<file path="config.mk">
export PLATFORM = sky130hd
export DESIGN_NAME = mod_dac_top
export DESIGN_NICKNAME = d
export VERILOG_FILES = /design/src/source/mod_pkg.sv /design/src/source/dac_pkg.sv /design/src/source/square_mod_gen.sv /design/src/source/sample_fifo.sv /design/src/source/dac_serializer.sv /design/src/source/mod_dac_top.sv
export VERILOG_INCLUDE_DIRS = /design/src /design/src/source
export SDC_FILE = /design/constraint.sdc
export NUM_CORES = 1
export LEC_CHECK = 0
export BUFFER_PORTS_ARGS = -buffer_cell sky130_fd_sc_hd__buf_4
export CORE_ASPECT_RATIO = 1.4
export CORE_MARGIN = 3
export CORE_UTILIZATION = 64
export DETAILED_ROUTE_END_ITERATION = 16
export PLACE_DENSITY_LB_ADDON = 0.1
export SLEW_MARGIN = 5
export SYNTH_ARGS = -nofsm -noshare
export SYNTH_HDL_FRONTEND = slang
export SYNTH_SLANG_ARGS = --single-unit
</file>
<file path="constraint.sdc">
create_clock -name i_clk -period 4.3 [get_ports i_clk]
set_input_delay 0.43 -clock i_clk [delete_from_list [all_inputs] [get_ports i_clk]]
set_output_delay 0.43 -clock i_clk [all_outputs]
set_load 0.005 [all_outputs]
</file>
<file path="src/source/mod_settings.svh">
`ifndef MOD_SETTINGS_SVH
`define MOD_SETTINGS_SVH

// Width of one DAC sample, and of one serial frame in bits.
`define MOD_SAMPLE_BITS 16

// Sample FIFO between the generator and the serializer.
`define MOD_FIFO_DEPTH 8

`define MOD_RESET_COUNT 125 // Count of the first low half-period after reset.

// Idle cycles with sync high between two serial frames.
`define DAC_GAP_CYCLES 2

`endif

</file>
<file path="src/source/mod_pkg.sv">
`include "mod_settings.svh"

package mod_pkg;

    // One signed DAC code, as written by the generator and shifted out by the serializer.
    typedef logic signed [`MOD_SAMPLE_BITS-1:0] mod_sample_t;

    // Level of the square wave. The value equals the status pin.
    typedef enum logic {
        LEVEL_LOW  = 1'b0,
        LEVEL_HIGH = 1'b1
    } mod_level_e;

endpackage : mod_pkg

</file>
<file path="src/source/dac_pkg.sv">
`include "mod_settings.svh"

package dac_pkg;

    // Frame sequencing of the serial DAC link.
    typedef enum logic [1:0] {
        DAC_IDLE  = 2'd0, // Waiting for a sample.
        DAC_SHIFT = 2'd1, // Sync low, bits going out.
        DAC_GAP   = 2'd2  // Sync high before the next frame.
    } dac_state_e;

    // Counts the bits of one frame, MSB first.
    typedef logic [$clog2(`MOD_SAMPLE_BITS)-1:0] dac_bit_idx_t;

endpackage : dac_pkg

</file>
<file path="src/source/square_mod_gen.sv">
`timescale 1ns/1ps
`include "mod_settings.svh"

module square_mod_gen
    import mod_pkg::*;
(
    input  logic                        i_clk,
    input  logic                        i_rst_n,
    input  logic [31:0]                 i_freq_cnt,
    input  logic [`MOD_SAMPLE_BITS-1:0] i_amp_high,
    input  logic [`MOD_SAMPLE_BITS-1:0] i_amp_low,
    input  logic [31:0]                 i_ramp_trig_cnt,
    output mod_sample_t                 o_sample,
    output logic                        o_sample_wr,
    output logic                        o_status,
    output logic                        o_step_trig
);

    mod_level_e  level;
    logic [31:0] half_cnt;
    logic [31:0] trig_div;
    logic        level_edge;

    // The status register trails the level by one cycle, so a mismatch
    // marks the first cycle of a half-period loaded from i_freq_cnt.
    assign level_edge = (level != mod_level_e'(o_status));

    always_ff @(posedge i_clk or negedge i_rst_n) begin
        if (!i_rst_n) begin
            level    <= LEVEL_LOW;
            half_cnt <= 32'(`MOD_RESET_COUNT);
        end else begin
            case (level)
                LEVEL_LOW: begin
                    if (half_cnt != 32'd0) begin
                        half_cnt <= half_cnt - 32'd1;
                    end else begin
                        level    <= LEVEL_HIGH;
                        half_cnt <= i_freq_cnt;
                    end
                end
                default: begin
                    // High ends at one, so it lasts one cycle less than low.
                    if (half_cnt > 32'd1) begin
                        half_cnt <= half_cnt - 32'd1;
                    end else begin
                        level    <= LEVEL_LOW;
                        half_cnt <= i_freq_cnt;
                    end
                end
            endcase
        end
    end

    always_ff @(posedge i_clk or negedge i_rst_n) begin
        if (!i_rst_n) begin
            o_status    <= 1'b0;
            o_sample_wr <= 1'b0;
            o_step_trig <= 1'b0;
            trig_div    <= 32'd0;
        end else begin
            o_status    <= level;
            o_sample_wr <= level_edge; // Lands together with the new sample.
            o_step_trig <= 1'b0;
            if (level_edge) begin
                if (trig_div == 32'd0) begin
                    o_step_trig <= 1'b1;
                    trig_div    <= i_ramp_trig_cnt;
                end else begin
                    trig_div <= trig_div - 32'd1;
                end
            end
        end
    end

    // Follows the amplitude of the current level. The FIFO only takes it on the strobe.
    always_ff @(posedge i_clk) begin
        if (level == LEVEL_HIGH) begin
            o_sample <= mod_sample_t'(i_amp_high);
        end else begin
            o_sample <= mod_sample_t'(i_amp_low);
        end
    end

endmodule : square_mod_gen

</file>
<file path="src/source/sample_fifo.sv">
`timescale 1ns/1ps
`include "mod_settings.svh"

module sample_fifo #(
    parameter type payload_t = logic,
    parameter int  DEPTH     = `MOD_FIFO_DEPTH
) (
    input  logic     i_clk,
    input  logic     i_rst_n,
    input  logic     i_wr,
    input  payload_t i_wr_data,
    input  logic     i_rd,
    output payload_t o_rd_data,
    output logic     o_empty,
    output logic     o_full,
    output logic     o_overflow
);

    localparam int PTR_W = (DEPTH > 1) ? $clog2(DEPTH) : 1;
    localparam int CNT_W = $clog2(DEPTH + 1);

    payload_t         mem [DEPTH];
    logic [PTR_W-1:0] wr_ptr;
    logic [PTR_W-1:0] rd_ptr;
    logic [CNT_W-1:0] count;
    logic             do_wr;
    logic             do_rd;

    function automatic logic [PTR_W-1:0] next_ptr(input logic [PTR_W-1:0] ptr);
        if (ptr == PTR_W'(DEPTH - 1)) begin
            return '0;
        end
        return ptr + PTR_W'(1);
    endfunction

    assign o_empty   = (count == '0);
    assign o_full    = (count == CNT_W'(DEPTH));
    assign do_wr     = i_wr && !o_full; // A write into a full FIFO is dropped.
    assign do_rd     = i_rd && !o_empty;
    assign o_rd_data = mem[rd_ptr];

    always_ff @(posedge i_clk or negedge i_rst_n) begin
        if (!i_rst_n) begin
            wr_ptr     <= '0;
            rd_ptr     <= '0;
            count      <= '0;
            o_overflow <= 1'b0;
        end else begin
            if (do_wr) wr_ptr <= next_ptr(wr_ptr);
            if (do_rd) rd_ptr <= next_ptr(rd_ptr);
            if (do_wr && !do_rd) begin
                count <= count + CNT_W'(1);
            end else if (do_rd && !do_wr) begin
                count <= count - CNT_W'(1);
            end
            if (i_wr && o_full) o_overflow <= 1'b1; // Sticky until reset.
        end
    end

    always_ff @(posedge i_clk) begin
        if (do_wr) mem[wr_ptr] <= i_wr_data;
    end

    a_no_read_empty: assert property (@(posedge i_clk) disable iff (!i_rst_n)
        i_rd |-> !o_empty)
        else $error("sample_fifo: read while empty.");

    a_count_bound: assert property (@(posedge i_clk) disable iff (!i_rst_n)
        count <= CNT_W'(DEPTH))
        else $error("sample_fifo: occupancy above depth.");

endmodule : sample_fifo

</file>
<file path="src/source/dac_serializer.sv">
`timescale 1ns/1ps
`include "mod_settings.svh"

module dac_serializer
    import mod_pkg::*;
    import dac_pkg::*;
(
    input  logic        i_clk,
    input  logic        i_rst_n,
    input  logic        i_empty,
    input  mod_sample_t i_sample,
    output logic        o_pop,
    output logic        o_dac_sync_n,
    output logic        o_dac_sclk,
    output logic        o_dac_sdo
);

    localparam int FRAME_CYCLES = 2 * `MOD_SAMPLE_BITS;
    localparam int GAP_W        = $clog2(`DAC_GAP_CYCLES + 1);

    dac_state_e       state;
    dac_bit_idx_t     bit_idx;
    logic             phase; // High in the second cycle of a bit.
    logic [GAP_W-1:0] gap_cnt;
    mod_sample_t      shreg;

    // The head sample is taken on the same cycle as the pop.
    assign o_pop     = (state == DAC_IDLE) && !i_empty;
    assign o_dac_sdo = shreg[`MOD_SAMPLE_BITS-1];

    always_ff @(posedge i_clk or negedge i_rst_n) begin
        if (!i_rst_n) begin
            state        <= DAC_IDLE;
            bit_idx      <= '0;
            phase        <= 1'b0;
            gap_cnt      <= '0;
            shreg        <= '0;
            o_dac_sync_n <= 1'b1;
            o_dac_sclk   <= 1'b0;
        end else begin
            case (state)
                DAC_IDLE: begin
                    if (o_pop) begin
                        state        <= DAC_SHIFT;
                        shreg        <= i_sample;
                        bit_idx      <= '0;
                        phase        <= 1'b0;
                        o_dac_sync_n <= 1'b0;
                    end
                end
                DAC_SHIFT: begin
                    phase      <= !phase;
                    o_dac_sclk <= !phase; // The DAC samples on this rising edge.
                    if (phase) begin
                        if (bit_idx == dac_bit_idx_t'(`MOD_SAMPLE_BITS - 1)) begin
                            state        <= DAC_GAP;
                            o_dac_sync_n <= 1'b1;
                            gap_cnt      <= GAP_W'(`DAC_GAP_CYCLES - 1);
                        end else begin
                            bit_idx <= bit_idx + dac_bit_idx_t'(1);
                            shreg   <= shreg << 1; // Next bit appears while SCLK is low.
                        end
                    end
                end
                DAC_GAP: begin
                    if (gap_cnt == '0) begin
                        state <= DAC_IDLE;
                    end else begin
                        gap_cnt <= gap_cnt - GAP_W'(1);
                    end
                end
                default: state <= DAC_IDLE;
            endcase
        end
    end

    a_sync_frame: assert property (@(posedge i_clk) disable iff (!i_rst_n)
        $fell(o_dac_sync_n) |-> (!o_dac_sync_n) [*FRAME_CYCLES] ##1 o_dac_sync_n)
        else $error("dac_serializer: sync low length is not one frame.");

endmodule : dac_serializer

</file>
<file path="src/source/mod_dac_top.sv">
`timescale 1ns/1ps
`include "mod_settings.svh"

module mod_dac_top
    import mod_pkg::*;
(
    input  logic                        i_clk,
    input  logic                        i_rst_n,
    input  logic [31:0]                 i_freq_cnt,
    input  logic [`MOD_SAMPLE_BITS-1:0] i_amp_high,
    input  logic [`MOD_SAMPLE_BITS-1:0] i_amp_low,
    input  logic [31:0]                 i_ramp_trig_cnt,
    output logic                        o_status,
    output logic                        o_step_trig,
    output logic                        o_dac_sync_n,
    output logic                        o_dac_sclk,
    output logic                        o_dac_sdo,
    output logic                        o_overflow
);

    mod_sample_t gen_sample;
    logic        gen_sample_wr;
    mod_sample_t fifo_head;
    logic        fifo_empty;
    logic        ser_pop;

    square_mod_gen square_mod_gen_i (
        .i_clk           (i_clk),
        .i_rst_n         (i_rst_n),
        .i_freq_cnt      (i_freq_cnt),
        .i_amp_high      (i_amp_high),
        .i_amp_low       (i_amp_low),
        .i_ramp_trig_cnt (i_ramp_trig_cnt),
        .o_sample        (gen_sample),
        .o_sample_wr     (gen_sample_wr),
        .o_status        (o_status),
        .o_step_trig     (o_step_trig)
    );

    // No back-pressure toward the generator. The FULL flag is only used inside the FIFO.
    sample_fifo #(
        .payload_t (mod_sample_t),
        .DEPTH     (`MOD_FIFO_DEPTH)
    ) sample_fifo_i (
        .i_clk      (i_clk),
        .i_rst_n    (i_rst_n),
        .i_wr       (gen_sample_wr),
        .i_wr_data  (gen_sample),
        .i_rd       (ser_pop),
        .o_rd_data  (fifo_head),
        .o_empty    (fifo_empty),
        .o_full     (),
        .o_overflow (o_overflow)
    );

    dac_serializer dac_serializer_i (
        .i_clk        (i_clk),
        .i_rst_n      (i_rst_n),
        .i_empty      (fifo_empty),
        .i_sample     (fifo_head),
        .o_pop        (ser_pop),
        .o_dac_sync_n (o_dac_sync_n),
        .o_dac_sclk   (o_dac_sclk),
        .o_dac_sdo    (o_dac_sdo)
    );

endmodule : mod_dac_top

</file>
== Word-level counts from Yosys, hierarchy flattened ==
Memory sizes are Yosys's and may differ from the RTL's.
Index checks and enable logic that the tools add are counted.

* Add/sub/neg operators: 8
* $lt $le $gt $ge: 1
* Eq/ne operators: 13
* Muxes and demuxes: 44
* Reductions and logical operators: 24

{| class="wikitable"
|+ Operator list
! kind !! number
|-
| two-way mux 32 bit || 4
|-
| two-way mux 16 bit || 4
|-
| subtractor 32 x 1 -> 32 bit (second input constant) || 2
|-
| > comparator 32 x 1 -> 1 bit (second input constant) || 1
|-
| logical NOT 32 bit || 1
|-
| one-hot mux 16 bit (2 select lines) || 1
|-
| nonzero test 32 bit || 1
|-
| two-way mux 4 bit || 5
|-
| AND reduction 4 bit || 4
|-
| two-way mux 1 bit || 14
|-
| two-way mux 2 bit || 7
|-
| two-way mux 3 bit || 4
|-
| adder 4 x 1 -> 4 bit (second input constant) || 2
|-
| equality test 4 bit (second input constant) || 2
|-
| one-hot mux 4 bit (2 select lines) || 1
|-
| adder 3 x 1 -> 3 bit (second input constant) || 2
|-
| equality test 3 bit (second input constant) || 2
|-
| logical AND 1 bit || 6
|-
| != test 2 x 1 -> 1 bit (second input constant) || 3
|-
| != test 2 bit (second input constant) || 3
|-
| one-hot mux 2 bit (3 select lines) || 1
|-
| nonzero test 2 bit || 3
|-
| logical NOT 1 bit || 5
|-
| logical NOT 2 bit || 2
|-
| 9 further kinds || 10
|}

* Register bits: 122
* Bits in writable memories: 128
* Input bits: 98
* Output and inout bits: 6
* Memories: 1

{| class="wikitable"
|+ Memories
! name !! words !! bits a word !! read ports !! clocked after memory_dff !! write ports !! line !! RTL
|-
| sample_fifo_i.mem || 8 || 16 || 1 || 0 || 1 || sample_fifo.sv:22 || <nowiki>payload_t mem [DEPTH];</nowiki>
|}

== Longest topological paths before layout ==
* Depth in word-level cells: 7
* Mapped depth: 12
* Depth with buffers taken out: 12

== Modules after synthesis ==
From an unflattened synthesis, not the netlist that was laid out.

* Cells, all modules: 848
* Area total of the unflattened synthesis: 11616.1 um^2

{| class="wikitable"
|+ Modules (own cells, without submodules)
! module !! instances !! cells each !! area each (um^2)
|-
| sample_fifo || 1 || 255 || 5629.1
|-
| square_mod_gen || 1 || 482 || 4590.7
|-
| dac_serializer || 1 || 111 || 1396.3
|}

== Worst setup path before layout ==
No wires, ideal clock.

* Path kind: register to register
* Start: register sample_fifo_i.count[0]
* End: memory sample_fifo_i.mem[0][0] (netlist name), enable pin
* Library setup time: 0.430 ns
* Arrival: 2.302 ns
* Slack: 1.568 ns
* Stages on the path, launching flop included: 5
* Buffers on the path: 0
* Clock period less this slack: 2.732 ns
* Cell sequence: dfrtp_1 -> nor3_1 -> nand2_1 -> nand2_1 -> nor4_1

* Word-level cells in the longest chain between the ends: 5

{| class="wikitable"
|+ Ends and longest elaborated chain
! what !! line !! RTL
|-
| start, declared || sample_fifo.sv:25 || <nowiki>logic [CNT_W-1:0] count;</nowiki>
|-
| start signal, assigned || sample_fifo.sv:52 || <nowiki>count <= count + CNT_W'(1);</nowiki>
|-
| start signal, assigned || sample_fifo.sv:54 || <nowiki>count <= count - CNT_W'(1);</nowiki>
|-
| equality test 4 bit || sample_fifo.sv:37 || <nowiki>assign o_full = (count == CNT_W'(DEPTH));</nowiki>
|-
| logical NOT 1 bit || sample_fifo.sv:38 || <nowiki>assign do_wr = i_wr && !o_full;</nowiki>
|-
| logical AND 1 bit || sample_fifo.sv:38 ||
|-
| two-way mux 1 bit || sample_fifo.sv:61 || <nowiki>if (do_wr) mem[wr_ptr] <= i_wr_data;</nowiki>
|-
| two-way mux 1 bit (implied by the code) || sample_fifo.sv:61 ||
|-
| end, declared || sample_fifo.sv:22 ||
|}

Every way passes these cells.

== Final worst setup path ==
* Start: register square_mod_gen_i.trig_div[0]
* End: register square_mod_gen_i.trig_div[1]

* Word-level cells in the longest chain between the ends: 2

{| class="wikitable"
|+ Ends and longest elaborated chain
! what !! line !! RTL
|-
| start, declared || square_mod_gen.sv:21 || <nowiki>logic [31:0] trig_div;</nowiki>
|-
| start signal, assigned || square_mod_gen.sv:68 || <nowiki>trig_div <= i_ramp_trig_cnt;</nowiki>
|-
| start signal, assigned || square_mod_gen.sv:70 || <nowiki>trig_div <= trig_div - 32'd1;</nowiki>
|-
| subtractor 32 x 1 -> 32 bit / logical NOT 32 bit (equally long branches) || square_mod_gen.sv:70, square_mod_gen.sv:66 ||
|-
| two-way mux 32 bit (*) || square_mod_gen.sv:66 || <nowiki>if (trig_div == 32'd0) begin</nowiki>
|}

Mark *: on every way between the ends. The rest lies on a longest branch, timed or not.
A chain may end at the register's enable or synchronous reset.

==> results.yml <==
drt:
  wl_per_cell_um: 20.4
  met3_length_um: 1340
  wl_met1_um: 9160
  routed_wl_um: 24900
  dr_wl_met2_um: 13800
  viasPerCell: 6.24
  drt_iter0_drc: 471
  dr.pass1.iters: 4
  dr.max_layer_used: "met4"
  vias: 7602
  antenna_violating_nets_post_route: 0
  post-route-drc-count: 0
clock_tree:
  clk_pin_slew_worst_paths_ns: 0.06
  post_cts_buffers: 0
  cts_buffers: 24
  holdBufCountCts: 0
  cts_resized: 0
  insertion_delay_ns: 0.51
  cts_root_buffer: "clkbuf_16"
  cts_tree: "built"
  h-tree-depth: 1
  cts.sinks: 250
  clk_path_buf_depth: 3
grt:
  track_usage_pct: 27.2
  grt_overflow_total: 0
  grt_max_degree: 70
  antenna_found_initial: 0
  grt_pass1_wl_um: 40100
  grt_pass1_vias: 7986
sta:
  finalSetupViolCount: 0
  rsz0062_at_grt: "false"
  clock.fmax_ghz: 0.334
  finalSetupTns_ns: 0
  fin_skew_ns: 0.00883
  tightest_slew_ns: 1.30
  drv_slew: 0
  fin_crit_ns: 2.99
  final.period_utilization_pct: 69.5
  maxSlewHeadroom_pct: 13.1
  hold_violations: 0
place:
  place_congestion: 0.835
  hpwl_um: 15700
  numPortBuffers: 103
critical_path:
  path_cells: "inv_1 -> ha_1 -> nor4b_1 -> nand4_2 -> or3_1 -> and2_4 -> o31ai_2"
  reg2reg_depth: 7
  critical_path_class: "reg -> reg"
  required_ns: 4.72
  reg2reg_from: "square_mod_gen_i.trig_div[0]"
  worstSetupEndpointType: "register"
  worstSetupStartpoint: "square_mod_gen_i.trig_div[0]"
  slowest_delay_ns: 0.96
  cp-start-kind: "register"
  crit_slowest_cell: "or3_1"
  critPathArrivalTime_ns: 3.41
  r2r_slack_ns: 1.31
  reg2reg_to: "square_mod_gen_i.trig_div[1]"
  cp-endpoint: "square_mod_gen_i.trig_div[1]"
  crit_fanout: 40
yosys:
  yosys_warnings: 0
  ys.flop_type: "edfxtp_1"
  syn_inst: 874
  synth_top_cell_by_area: "edfxtp_1"
  synth_edf_count: 128
  syn_area_um2: 11100
  syn_nets: 987
  ys_types: 62
  synth_top_area_share_pct: 34.6
  yosysMostFrequentCell: "edfxtp_1"
  synthTopCellsByCount: "edfxtp_1 (128), dfrtp_1 (99), o21ai_0 (71), nand2_1 (67), nor2_1 (62)"
  synth_top_cells_by_area: "edfxtp_1 (35%), dfrtp_1 (22%), mux4_2 (6.5%), o21ai_0 (3.2%), dfxtp_1 (2.9%)"
  yosysSeqAreaShare_pct: 61.5
  syn_area_per_cell_um2: 12.7
  synthArstFlopShare_pct: 42.4
  ys_seq_elements: 250
pwr:
  p_per_area_nw_per_um2: 402
  p_total_w: 0.00521
  p_leak_nw: 4.83
  peakVddDrop_mv: 0.345
finish:
  final_util_pct: 76.6
  nets: 1082
  drive_gt1_share_pct: 23.5
  diodes: 0
  area_delta_synth_final_pct: 16.6
  num-fill-cells: 1011
floorplanning:
  die_w_um: 117
  rows: 56
  start_util_pct: 65.7
  ioPinCount: 104
  die_y_um: 162
  dieArea_um2: 19000
  core-area_um2: 16900
min_path:
  min_path_type: "in -> async"
flow_run:
  drv_cap: 0
outcome:
  status: "completed"
placed cells by master (no fill, tap or decap), drive strengths merged, types with 23 or more instances in the layout:
master | synthesis | final
inv | 27 | 27
nand3 | 26 | 26
mux4 | 32 | 32
clkbuf | 27 | 30
a21oi | 49 | 49
edfxtp | 128 | 128
o21ai | 71 | 71
xnor2 | 23 | 23
dfrtp | 99 | 99
nand2 | 67 | 67
nor3 | 35 | 35
buf | 16 | 112
nor2 | 62 | 62
layer usage:
layer / global-route usage, % / vias to the layer above
met5: 0 / -
met4: 10.1 / 0
met3: 3.62 / 56
met2: 48.8 / 289
met1: 32.8 / 3787
li1: - / 3470
per-stage QoR:
step | hold WS (ns) | instances | area [um^2] | setup WS [ns]
global route | 0.123 | 1219 | 12900 | 1.09
detailed placement | 0.471 | 1175 | 12100 | 1.37
finish | 0.0631 | 1219 | 12900 | 1.31
floorplan | 0.134 | 874 | 11100 | 1.57
global placement | 0.451 | 1175 | 12100 | 1.55
CTS | 0.0856 | 1219 | 12900 | 1.35
cell families (layout without fill, tap and decap cells):
logic type / count (synthesis) / after routing / synth area share (%)
muxes: 68 / 68 / 9.96
DFF: 250 / 250 / 61.5
xor gates and xnor gates: 33 / 33 / 2.60
AOI/OAI and AO/OA: 178 / 178 / 9.62
and+or+nand+nor: 259 / 259 / 12.0
buffers and inverters: 71 / 184 / 2.60
adders and majority gates: 15 / 15 / 1.76
critical path: cells and delay by family (launching register included):
kind,cells,cell delay (ns)
and+or+nand+nor,4,1.93
AOI/OAI and AO/OA,1,0.22
adders and majority gates,1,0.18
DFF,1,0.42
buffers and inverters,1,0.14
sequential cells by signal (all words and copies together) (netlist names):
| signal | flops |
|---|---|
| dac_serializer_i.o_dac_sclk | 1 |
| sample_fifo_i.count | 4 |
| dac_serializer_i.bit_idx | 4 |
| square_mod_gen_i.o_status | 1 |
| square_mod_gen_i.o_sample_wr | 1 |
| dac_serializer_i.o_dac_sync_n | 1 |
| sample_fifo_i.mem | 128 |
| square_mod_gen_i.half_cnt | 32 |
| square_mod_gen_i.level | 1 |
| dac_serializer_i.shreg | 16 |
| sample_fifo_i.wr_ptr | 3 |
| square_mod_gen_i.o_step_trig | 1 |
| dac_serializer_i.gap_cnt | 2 |
| square_mod_gen_i.o_sample | 16 |
| dac_serializer_i.state | 2 |
| dac_serializer_i.phase | 1 |
| sample_fifo_i.o_overflow | 1 |
| square_mod_gen_i.trig_div | 32 |
| sample_fifo_i.rd_ptr | 3 |
cell type report:
| cell class | instances | area [um^2] | area share (%) |
|---|---|---|---|
| flip-flops and latches | 250 | 6830 | 52.8 |
| multi-input cells | 553 | 4050 | 31.3 |
| repair buffers | 112 | 841 | 6.50 |
| clock buffers | 30 | 654 | 5.06 |
| well taps | 232 | 290 | 2.24 |
| clock inverters | 14 | 175 | 1.35 |
| inverters | 28 | 105 | 0.812 |
how the worst min path moves through the flow:
stage,end,slack [ns],startpoint,depth (start not counted)
final,sample_fifo_i.o_overflow,0.06,i_rst_n,1
after global routing,sample_fifo_i.count[3],0.12,i_rst_n,1
after CTS,sample_fifo_i.count[3],0.09,i_rst_n,1
after detailed placement,dac_serializer_i.gap_cnt[0],0.47,dac_serializer_i.gap_cnt[0],1
after global placement,dac_serializer_i.gap_cnt[0],0.45,dac_serializer_i.gap_cnt[0],1
after floorplan,dac_serializer_i.bit_idx[0],0.13,i_rst_n,0
where the power goes:
part           switching [W]  internal, W
Combinational       0.000133     0.000154
Clock               0.000881      0.00132
Sequential          0.000101      0.00262
Total                0.00111      0.00409
(Power assumes the default switching activity.)
